--- config.mk ---
export PLATFORM = sky130hd
export DESIGN_NAME = fetch_top
export DESIGN_NICKNAME = d
export VERILOG_FILES = /design/src/fetch_pkg.sv /design/src/fetch_top.sv /design/src/fetch_stage.sv /design/src/branch_predictor.sv /design/src/fetch_control.sv
export VERILOG_INCLUDE_DIRS = /design/src
export SDC_FILE = /design/constraint.sdc
export NUM_CORES = 1
export LEC_CHECK = 0
export ABC_CLOCK_PERIOD_IN_PS = 3630
export BUFFER_PORTS_ARGS = -buffer_cell sky130_fd_sc_hd__buf_4
export CORE_MARGIN = 8
export CORE_UTILIZATION = 25
export CTS_CLUSTER_SIZE = 20
export DETAILED_ROUTE_END_ITERATION = 10
export PLACE_DENSITY = 0.48
export SYNTH_ARGS = -nofsm -noshare
export SYNTH_HDL_FRONTEND = slang
export SYNTH_SLANG_ARGS = --single-unit
--- constraint.sdc ---
create_clock -name CLK -period 3.63 [get_ports CLK]
set_input_delay 0 -clock CLK [delete_from_list [all_inputs] [get_ports CLK]]
set_output_delay 0 -clock CLK [all_outputs]
set_load 0.005 [all_outputs]
--- src/fetch_defines.svh ---
`ifndef FETCH_DEFINES_SVH
`define FETCH_DEFINES_SVH

// First instruction address after reset
`define FETCH_RESET_PC 32'h80000000

// Branch target buffer depth as a power of two
`define FETCH_BTB_ENTRIES 16

// 1 reverses the byte order of instruction words from a little endian bus
`define FETCH_BUS_LITTLE 1'b0

`endif
--- src/fetch_pkg.sv ---
`include "fetch_defines.svh"

package fetch_pkg;

    typedef logic [31:0] word_t;

    // BTB index and tag split pc[31:2]
    typedef logic [$clog2(`FETCH_BTB_ENTRIES)-1:0] btb_idx_t;
    typedef logic [29-$clog2(`FETCH_BTB_ENTRIES):0] btb_tag_t;

    // Requests from execute that replace the next pc
    typedef struct packed {
        logic  insert_priv_pc;
        word_t priv_pc;
        logic  brj_sel;
        word_t brj_addr;
    } redirect_t;

    // BTB write from a resolved branch
    typedef struct packed {
        logic  update_en;
        word_t update_pc;
        word_t update_target;
        logic  update_taken;
    } bp_update_t;

    // Fetch to execute pipeline register
    typedef struct packed {
        logic  valid;
        logic  mal_insn;
        logic  prediction;
        word_t pc;
        word_t pc4;
        word_t instr;
    } fetch_ex_t;

    typedef enum logic [1:0] {
        IDLE_RESET,
        FETCH,
        WAIT_MEM,
        HOLD
    } fetch_state_e;

endpackage

--- src/fetch_top.sv ---
`timescale 1ns/1ps

module fetch_top import fetch_pkg::*; (
    input  logic       CLK,
    input  logic       nRST,
    input  word_t      imem_rdata,
    input  logic       imem_busy,
    output word_t      imem_addr,
    output logic       imem_ren,
    input  redirect_t  redirect,
    input  bp_update_t bp_update,
    input  logic       ex_stall,
    output fetch_ex_t  fetch_ex_out
);

    logic  pc_en;
    logic  if_ex_stall;
    logic  if_ex_flush;
    logic  predict_taken;
    word_t target_addr;
    word_t current_pc;

    fetch_control u_control (
        .CLK           (CLK),
        .nRST          (nRST),
        .imem_busy     (imem_busy),
        .ex_stall      (ex_stall),
        .redirect      (redirect),
        .predict_taken (predict_taken),
        .pc_en         (pc_en),
        .iren          (imem_ren),
        .if_ex_stall   (if_ex_stall),
        .if_ex_flush   (if_ex_flush)
    );

    branch_predictor u_predictor (
        .CLK           (CLK),
        .nRST          (nRST),
        .current_pc    (current_pc),
        .update        (bp_update),
        .predict_taken (predict_taken),
        .target_addr   (target_addr)
    );

    fetch_stage u_fetch (
        .CLK           (CLK),
        .nRST          (nRST),
        .pc_en         (pc_en),
        .if_ex_stall   (if_ex_stall),
        .if_ex_flush   (if_ex_flush),
        .redirect      (redirect),
        .predict_taken (predict_taken),
        .target_addr   (target_addr),
        .imem_rdata    (imem_rdata),
        .imem_addr     (imem_addr),
        .current_pc    (current_pc),
        .fetch_ex      (fetch_ex_out)
    );

endmodule

--- src/fetch_stage.sv ---
`timescale 1ns/1ps
`include "fetch_defines.svh"

module fetch_stage import fetch_pkg::*; (
    input  logic      CLK,
    input  logic      nRST,
    input  logic      pc_en,
    input  logic      if_ex_stall,
    input  logic      if_ex_flush,
    input  redirect_t redirect,
    input  logic      predict_taken,
    input  word_t     target_addr,
    input  word_t     imem_rdata,
    output word_t     imem_addr,
    output word_t     current_pc,
    output fetch_ex_t fetch_ex
);

    word_t pc;
    word_t pc4;
    word_t npc;
    word_t rdata_swapped;
    word_t instr;
    logic  mal_insn;

    always_ff @(posedge CLK, negedge nRST) begin
        if (!nRST) begin
            pc <= `FETCH_RESET_PC;
        end else if (pc_en) begin
            pc <= npc;
        end
    end

    assign pc4 = pc + 32'd4;

    // Trap first, then resolved branch, then prediction
    assign npc = redirect.insert_priv_pc ? redirect.priv_pc
               : redirect.brj_sel        ? redirect.brj_addr
               : predict_taken           ? target_addr
               : pc4;

    assign imem_addr  = pc;
    assign current_pc = pc;

    // Byte order of the instruction bus
    assign rdata_swapped = {imem_rdata[7:0], imem_rdata[15:8],
                            imem_rdata[23:16], imem_rdata[31:24]};
    assign instr = (`FETCH_BUS_LITTLE) ? rdata_swapped : imem_rdata;

    // Read still goes out and execute raises the exception
    assign mal_insn = (pc[1:0] != 2'b00);

    always_ff @(posedge CLK, negedge nRST) begin
        if (!nRST) begin
            fetch_ex <= '0;
        end else if (!if_ex_stall) begin
            if (if_ex_flush) begin
                fetch_ex <= '0;
            end else begin
                fetch_ex.valid      <= 1'b1;
                fetch_ex.mal_insn   <= mal_insn;
                fetch_ex.prediction <= predict_taken;
                fetch_ex.pc         <= pc;
                fetch_ex.pc4        <= pc4;
                fetch_ex.instr      <= instr;
            end
        end
    end

endmodule

--- src/branch_predictor.sv ---
`timescale 1ns/1ps
`include "fetch_defines.svh"

module branch_predictor import fetch_pkg::*; (
    input  logic       CLK,
    input  logic       nRST,
    input  word_t      current_pc,
    input  bp_update_t update,
    output logic       predict_taken,
    output word_t      target_addr
);

    logic [`FETCH_BTB_ENTRIES-1:0] entry_valid;
    logic [`FETCH_BTB_ENTRIES-1:0] entry_taken;
    btb_tag_t                      entry_tag [`FETCH_BTB_ENTRIES];
    word_t                         entry_target [`FETCH_BTB_ENTRIES];

    btb_idx_t lookup_idx;
    btb_tag_t lookup_tag;
    btb_idx_t update_idx;
    btb_tag_t update_tag;
    logic     hit;

    // Byte offset bits are not part of the lookup
    assign {lookup_tag, lookup_idx} = current_pc[31:2];
    assign {update_tag, update_idx} = update.update_pc[31:2];

    // Lookup
    assign hit           = entry_valid[lookup_idx] && (entry_tag[lookup_idx] == lookup_tag);
    assign predict_taken = hit && entry_taken[lookup_idx];
    assign target_addr   = entry_target[lookup_idx];

    always_ff @(posedge CLK, negedge nRST) begin
        if (!nRST) begin
            entry_valid <= '0;
        end else if (update.update_en) begin
            entry_valid[update_idx] <= 1'b1;
        end
    end

    // Entry payload
    always_ff @(posedge CLK) begin
        if (update.update_en) begin
            entry_tag[update_idx]    <= update_tag;
            entry_target[update_idx] <= update.update_target;
            entry_taken[update_idx]  <= update.update_taken;
        end
    end

endmodule

--- src/fetch_control.sv ---
`timescale 1ns/1ps

module fetch_control import fetch_pkg::*; (
    input  logic      CLK,
    input  logic      nRST,
    input  logic      imem_busy,
    input  logic      ex_stall,
    input  redirect_t redirect,
    input  logic      predict_taken,
    output logic      pc_en,
    output logic      iren,
    output logic      if_ex_stall,
    output logic      if_ex_flush
);

    fetch_state_e state;
    fetch_state_e next_state;
    logic         redirect_any;
    logic         fetching;
    logic         take;
    logic         flush_pend;
    logic         pred_bubble;

    assign redirect_any = redirect.insert_priv_pc | redirect.brj_sel;
    assign fetching     = (state == FETCH) || (state == HOLD);

    // Word on the bus belongs to pc and may enter fetch_ex
    assign take = fetching && !imem_busy && !redirect_any && !flush_pend && !pred_bubble;

    assign iren        = fetching;
    assign pc_en       = redirect_any | (take & ~ex_stall);
    assign if_ex_stall = ex_stall;
    // Anything not taken becomes a bubble once execute is free
    assign if_ex_flush = ~take;

    always_comb begin
        next_state = state;
        if (redirect_any) begin
            // Read still in flight for the old address
            if (imem_busy && (state != IDLE_RESET)) begin
                next_state = WAIT_MEM;
            end else if (ex_stall) begin
                next_state = HOLD;
            end else begin
                next_state = FETCH;
            end
        end else begin
            case (state)
                IDLE_RESET: next_state = FETCH;
                FETCH: begin
                    if (ex_stall) begin
                        next_state = HOLD;
                    end
                end
                HOLD: begin
                    if (!ex_stall) begin
                        next_state = FETCH;
                    end
                end
                WAIT_MEM: begin
                    // Stale word arrives with busy low and is dropped
                    if (!imem_busy) begin
                        next_state = ex_stall ? HOLD : FETCH;
                    end
                end
                default: next_state = IDLE_RESET;
            endcase
        end
    end

    always_ff @(posedge CLK, negedge nRST) begin
        if (!nRST) begin
            state       <= IDLE_RESET;
            flush_pend  <= 1'b0;
            pred_bubble <= 1'b0;
        end else begin
            state       <= next_state;
            // Flush deferred until execute releases the register
            flush_pend  <= ex_stall & (flush_pend | redirect_any);
            // Settling cycle on the target of a taken prediction
            pred_bubble <= take & ~ex_stall & predict_taken;
        end
    end

endmodule

==> results of run 1 <==
[metrics by stage]
step	TNS (ns)	total power [W]	hold slack (ns)	setup slack, ns
6_report	-0.7275	0.02956	0.06017	-0.1210
2_1_floorplan	0	0.01607	-0.2956	0.1333
3_5_place_dp	-5.283	0.01800	0.1026	-0.3282
4_1_cts	-0.8469	0.02979	0.00008826	-0.1026
5_1_grt	-3.505	0.03048	0.03333	-0.2203
3_3_place_gp	-4.983	0.01800	0.09577	-0.3902
[cells in the mapped netlist, types with 12 or more instances]
cell type / instances / area, sq um
buf_2: 24 / 120.1
xnor2_1: 39 / 341.6
o21ai_0: 76 / 380.4
a21oi_1: 57 / 285.3
o31a_1: 21 / 183.9
a22o_1: 69 / 604.3
buf_1: 21 / 78.83
mux4_2: 248 / 5585
dfrtp_1: 148 / 3704
clkbuf_1: 74 / 277.8
nor3_1: 15 / 75.07
nand3_1: 19 / 95.09
nor2b_1: 13 / 81.33
nand2_1: 125 / 469.2
mux2i_1: 90 / 900.9
a22oi_1: 12 / 90.09
or2_2: 21 / 131.4
nor4_1: 12 / 75.07
buf_6: 15 / 168.9
o22ai_1: 13 / 81.33
edfxtp_1: 944 / 28350
inv_1: 25 / 93.84
nor2_1: 70 / 262.8
[state kept, by name, summed over array words and instances (netlist names)]
signal                    count
u_predictor.entry_tag       416
u_fetch.fetch_ex             97
u_control.state               2
u_control.pred_bubble         1
u_predictor.entry_valid      16
u_control.flush_pend          1
u_predictor.entry_taken      16
u_fetch.current_pc           32
u_predictor.entry_target    512
[power by group]
part	internal (W)	total [W]	switching, W
clock	0.00655	0.0115	0.00492
combinational	0.00175	0.00387	0.00213
sequential	0.0140	0.0142	0.000238
total	0.0223	0.0296	0.00728
[worst max-delay path, stage by stage (launching register included)]
cell,delay [ns]
dfrtp_4,0.54
buf_12,0.16
buf_12,0.16
buf_4,0.17
mux2i_1,0.17
a22oi_1,0.31
a21oi_1,0.24
a2111oi_4,0.39
a41oi_4,0.19
buf_6,0.17
and3b_2,0.24
nand4bb_4,0.18
buf_12,0.20
buf_12,0.15
mux2i_1,0.16
o221ai_1,0.14
[path summary, 6_finish.rpt]
check                                            from                    endpoint  slack, ns
min in group asynchronous                        nRST      u_fetch.current_pc[31]       0.43
min reg2reg                u_predictor.entry_valid[1]  u_predictor.entry_valid[1]       0.46
max in group asynchronous                        nRST        u_fetch.fetch_ex[17]       2.70
min                                     imem_rdata[0]         u_fetch.fetch_ex[0]       0.06
max reg2reg                     u_fetch.current_pc[2]      u_fetch.current_pc[27]      -0.12
max                             u_fetch.current_pc[2]      u_fetch.current_pc[27]      -0.12
[what timing repair did]
item | CTS | global route
setup endpoints to repair | 34 | 36
resized for setup | 26 | 57
pin swaps | 3 | 21
gates cloned | 3 | 2
buffers inserted | 10 | 9
hold endpoints to repair | 1291 | 0
hold buffers | 185 | 0
[logic make-up (layout without fill, tap and decap cells)]
group	count (synthesis)	after routing	share of synthesized area
buf+inv	172	978	0.01920
fa+ha+maj	5	5	0.001422
flops	1093	1093	0.7292
mux	354	354	0.1531
xor+xnor	41	41	0.008164
simple gates	329	329	0.03590
other cells	0	9	0
compound gates	334	334	0.05302
[final cells by class]
| type | instances | share of cell area |
|---|---|---|
| inverter | 29 | 0.002020 |
| multi-input combinational | 1063 | 0.2027 |
| timing repair buffer | 737 | 0.1168 |
| antenna | 9 | 0.0003953 |
| clock inverter | 53 | 0.008125 |
| sequential | 1093 | 0.5632 |
| tap | 2340 | 0.05139 |
| clock buffer | 159 | 0.05541 |
[metal layers]
| layer | up-vias | track usage | part of all wire |
|---|---|---|---|
| li1 | 10960 | - | - |
| met1 | 13640 | 0.1820 | 0.37 |
| met2 | 851 | 0.2881 | 0.51 |
| met3 | 299 | 0.02314 | 0.042 |
| met4 | 4 | 0.1005 | 0.071 |
| met5 | - | 0 | 0.00017 |
==> impl_metrics.csv, run 1 <==
group,metric,value,unit
min_path,number_of_instances_on_the_worst_hold_path,3,
synthesis,synthesis.area_per_instance,18.90,sq um
clock_tree,cts_tree,"yes",
timing,maxClockFrequency,0.2666,GHz
timing,grt_setup_unrepaired,"yes",
route,drtIter0Drc,1959,
global_route,via_count_of_the_first_global_routing_pass,27270,
final_layout,postLayoutCoreUtil,0.3246,
power,vdd.ir_drop.worst,0.3457,mV
route,route.antenna.remaining_nets,0,
placement,port_buffers,297,
synthesis,synth-edff-count,944,
placement,dpl.hpwl,101500,um
clock_tree,tritoncts.num_buffers,115,
setup_path,worst-endpoint-arrival,4.32,ns
setup_path,worst_setup_path_start_kind,"register",
route,via_count,25750,
timing,worst_slack,-0.1210,ns
die,die-height,435.5,um
clock_tree,clock_tree.htree_level_count,3,
die,start_util,0.2506,
global_route,grt_max_degree,104,
final_layout,area_growth_from_synthesis_to_final_layout,29.52,%
final_layout,post_layout_nonfiller_instances,5483,
timing,worst-slew-pin-transition,1.022,ns
clock_tree,max-clock-path-buffers,3,
final_layout,multi_input_area,11550,sq um
synthesis,yosysWarningCount,0,
final_layout,post_route_cells_drive_above_1_share,0.3392,
global_route,global_route_wire_length_before_repair,219900,um
synthesis,synth.yosys.seq_area_share,0.7292,
synthesis,mappedNetlistNets,2501,
synthesis,synth-seq-cells,1093,
timing,final-hold-violation-count,0,
setup_path,r2r.worst_path.cells,15,
final_layout,leading_cell_type_in_the_layout_fill_and_taps_excluded,"edfxtp_1",
die,number_of_placement_rows,154,
route,drc,0,
timing,setup_viol_count_final,17,
synthesis,async_flop_share,0.1363,
power,total_leakage_power,19.81,nW
clock_tree,cts.clk_slew.worst_paths,0.07,ns
clock_tree,insertion_delay,0.73,ns
setup_path,criticalPathCategory,"register to register",
clock_tree,clock_root_cell,"clkbuf_16",
final_layout,mostFrequentLayoutCells,"edfxtp_1 (944), buf_4 (496), mux4_2 (248), dlygate4sd3_1 (184), dfrtp_1 (144)",
die,io-pin-count,300,
min_path,min_delay_path_class,"primary input to register",
final_layout,finalInstanceArea,56970,sq um
run,max_cap_violations,0,
clock_tree,clock_sink_count,1093,
die,design.core.area,175500,sq um
global_route,grt_use_total,0.1617,
placement,place.gp.congestion,0.9629,
timing,finalCritPeriodShare,1.033,
setup_path,worst-path-max-fanout,12,
synthesis,netlist_instances,2328,
placement,placedCellCount,5057,
route,post_drt_via_cell_ratio,4.697,
run_status,outcome,"finished, violations left",
timing,fin_skew,0.02632,ns
global_route,antenna_found_initial,17,
final_layout,nNetsFinal,3212,
setup_path,data_required_time_of_the_critical_path,4.20,ns
final_layout,n_fill_cell,16860,
route,postRouteWirelength,158800,um
synthesis,ys.flop_type,"edfxtp_1",
global_route,grt-ovfl-total,0,
synthesis,synth_cell_types,80,
die,floorplan.die_area,189600,sq um
placement,placement.cell_area,50810,sq um
route,detail_route.wl_per_cell,28.96,um
route,drt_pass1_iterations,6,
synthesis,synthesis.area,43990,sq um
timing,worst_slew_margin_rel,0.3173,
final_layout,area.sequential,32090,sq um
timing,layout_min_cycle_time,3.751,ns
run_status,violations,"setup timing",
timing,slew_violations,0,
setup_path,cp-end-kind,"register",
power,power_density,518.8,nW/um^2
die,fp.dieW,435.5,um
Note: power is estimated with default switching activity, not from simulation.
==> run 2, diff against run 1 <==
--- a/config.mk
+++ b/config.mk
@@ -12,6 +12,7 @@
 export CORE_UTILIZATION = 25
 export CTS_CLUSTER_SIZE = 20
 export DETAILED_ROUTE_END_ITERATION = 10
+export GPL_TIMING_DRIVEN = 1
 export PLACE_DENSITY = 0.48
 export SYNTH_ARGS = -nofsm -noshare
 export SYNTH_HDL_FRONTEND = slang
==> constraint.sdc (replaced) <==
create_clock -name CLK -period 3.63 [get_ports CLK]
set_input_delay 0.1815 -clock CLK [delete_from_list [all_inputs] [get_ports CLK]]
set_output_delay 0.1815 -clock CLK [all_outputs]
set_load 0.005 [all_outputs]
==> run 2 against run 1 <==
Net effect: count of clock-buffer cells in the layout down 11; first-iteration DRC count down 0.31%; non-clock buffer count is 46 lower; fmax increased by 1.9%; die area stayed put; the flow still finishes with violations (setup timing); clock skew increased by 0.014 ns; clock power hardly changed; setup slack gained 0.070 ns.
==> impl_metrics.csv, run 2 (synthesis results as in run 1) <==
group,metric,value,unit
run_status,outcome,"finished, violations left",
run_status,violations,"setup timing",
run,max_cap_violations,0,
placement,port_buffers,297,
setup_path,criticalPathCategory,"register to register",
power,share_seq_of_total_power,0.481,
global_route,global_route_wire_length_before_repair,218600,um
route,drtIter0Drc,1953,
final_layout,finalInstanceArea,56490,sq um
global_route,grt-ovfl-total,0,
placement,placement.cell_area,50810,sq um
final_layout,layout_top_registers,"u_predictor.entry_target (512), u_predictor.entry_tag (416), u_fetch.fetch_ex (97)",
setup_path,data_required_time_of_the_critical_path,4.30,ns
global_route,gr-usage-met3,0.02159,
clock_tree,clock_root_cell,"clkbuf_16",
clock_tree,cts_tree,"yes",
setup_path,worst-path-max-fanout,10,
global_route,grt_max_degree,85,
clock_tree,max-clock-path-buffers,3,
timing,worst_slew_margin_rel,0.3156,
route,via_count,25790,
clock_tree,tritoncts.num_buffers,113,
min_path,min_delay_path_class,"primary input to register",
timing,maxClockFrequency,0.2716,GHz
die,number_of_placement_rows,154,
timing,grt_setup_unrepaired,"yes",
route,postRouteWirelength,158900,um
setup_path,worst_setup_path_start_kind,"register",
setup_path,worst-endpoint-arrival,4.35,ns
final_layout,post_layout_nonfiller_instances,5437,
power,power.share.switching,0.2489,
power,clock_power_share,0.391,
global_route,busiest_layer_in_global_routing,"met2",
power,power_report.internal_total,0.02219,W
placement,dpl.hpwl,100500,um
timing,final-hold-violation-count,0,
timing,finalCritPeriodShare,1.014,
die,floorplan.die_area,189600,sq um
final_layout,area_growth_from_synthesis_to_final_layout,28.42,%
power,combinationalPowerShare,0.129,
global_route,groute.layer.met1.usage,0.1849,
final_layout,mostFrequentLayoutCells,"edfxtp_1 (944), buf_4 (493), mux4_2 (250), dfrtp_1 (144), dlygate4sd3_1 (140)",
die,start_util,0.2506,
timing,worst-slew-pin-transition,1.027,ns
final_layout,leading_cell_type_in_the_layout_fill_and_taps_excluded,"edfxtp_1",
placement,place.gp.congestion,0.9412,
final_layout,post_route_cells_drive_above_1_share,0.3474,
route,route.antenna.remaining_nets,0,
power,power_density,523.0,nW/um^2
timing,layout_min_cycle_time,3.681,ns
clock_tree,insertion_delay,0.76,ns
final_layout,largest_register,"u_predictor.entry_target",
final_layout,largest_register_ffs,512,
timing,worst_slack,-0.05129,ns
power,total_leakage_power,19.63,nW
placement,dpl_worst_slack,-0.2935,ns
route,drt_pass1_iterations,5,
die,design.core.area,175500,sq um
die,die-height,435.5,um
timing,slew_violations,0,
global_route,antenna_found_initial,20,
global_route,via_count_of_the_first_global_routing_pass,26900,
route,drc,0,
clock_tree,clock_tree.htree_level_count,3,
route,post_drt_via_cell_ratio,4.743,
die,fp.dieW,435.5,um
timing,fin_skew,0.04050,ns
global_route,use_met2,0.2884,
final_layout,nNetsFinal,3164,
timing,setup_viol_count_final,4,
setup_path,cp-end-kind,"register",
power,net_switching,0.007355,W
global_route,grt_use_total,0.1611,
route,detail_route.wl_per_cell,29.23,um
die,io-pin-count,300,
placement,placedCellCount,5050,
clock_tree,clock_sink_count,1093,
clock_tree,cts.clk_slew.worst_paths,0.06,ns
power,vdd.ir_drop.worst,0.3968,mV
[run 2: cell count changes in the layout (fill, tap and decap cells not counted), sizes merged]
cell         before  now
diode             9    8
buf             549  545
dlygate4sd3     184  140
clkinv           39   52
inv              32   30
clkinvlp          4    5
clkbuf          162  152
bufbuf            1    2
[run 2: path summary, 6_finish.rpt]
path / from / to / slack, ns / cells after the start
max reg2reg: u_fetch.current_pc[2] / u_fetch.current_pc[13] / -0.05 / 15
max in group asynchronous: nRST / u_fetch.current_pc[15] / 2.66 / 3
min reg2reg: u_predictor.entry_valid[1] / u_predictor.entry_valid[1] / 0.46 / 1
min: redirect[16] / u_fetch.current_pc[16] / 0.05 / 4
min in group asynchronous: nRST / u_fetch.fetch_ex[1] / 0.07 / 2
max: u_fetch.current_pc[2] / u_fetch.current_pc[13] / -0.05 / 15
[run 2: layer usage]
layer | routed length, um | vias up | share of wire
met3 | 6111 | 274 | 0.038
met2 | 81890 | 759 | 0.52
met4 | 10580 | 6 | 0.067
met1 | 60320 | 13900 | 0.38
met5 | 40 | - | 0.00025
li1 | - | 10850 | -
[run 2: timing repair]
item	CTS	global route
hold buffers	140	0
gates resized for setup	18	46
endpoints found under the hold margin	1091	0
cloned	2	4
setup buffers	2	18
pin swaps	3	18
setup endpoints to repair	32	30
[run 2: power by group through the flow]
stage	sequential, W	clock [W]	combinational, W
floorplan	0.0144	0	0.00171
global placement	0.0144	0	0.00354
detailed placement	0.0145	0	0.00354
CTS	0.0142	0.0118	0.00374
global route	0.0142	0.0123	0.00398
finish	0.0142	0.0115	0.00381
[run 2: area by class of cell]
cell class | instances | area [sq um]
fillers | 16960 | 119000
multi-input cells | 1063 | 11420
inverters | 29 | 115.1
flip-flops and latches | 1093 | 32090
diodes | 8 | 20.02
clock buffers | 148 | 3092
well taps | 2340 | 2928
clock inverters | 65 | 591.8
repair buffers | 691 | 6232
[run 2: through the flow]
stage	power [W]	utilization	TNS (ns)	hold slack, ns
floorplan	0.01607	-	-8.579	-0.1141
global placement	0.01799	0.2894	-3.779	0.3415
detailed placement	0.01800	0.2894	-3.784	0.3320
CTS	0.02978	0.3193	-0.05273	0.007494
global route	0.03047	0.3218	-0.8939	0.02947
finish	0.02955	0.3218	-0.08792	0.04691
[run 2: critical path, stage by stage (launching register included)]
cell	delay, ns
dfrtp_4	0.47
buf_6	0.15
buf_12	0.14
buf_12	0.13
mux4_2	0.57
nand2_2	0.12
a21oi_2	0.12
a2111oi_4	0.42
a41oi_4	0.19
buf_4	0.18
and3b_1	0.25
nand4bb_4	0.16
buf_12	0.19
mux2i_2	0.16
buf_4	0.17
o221ai_1	0.16
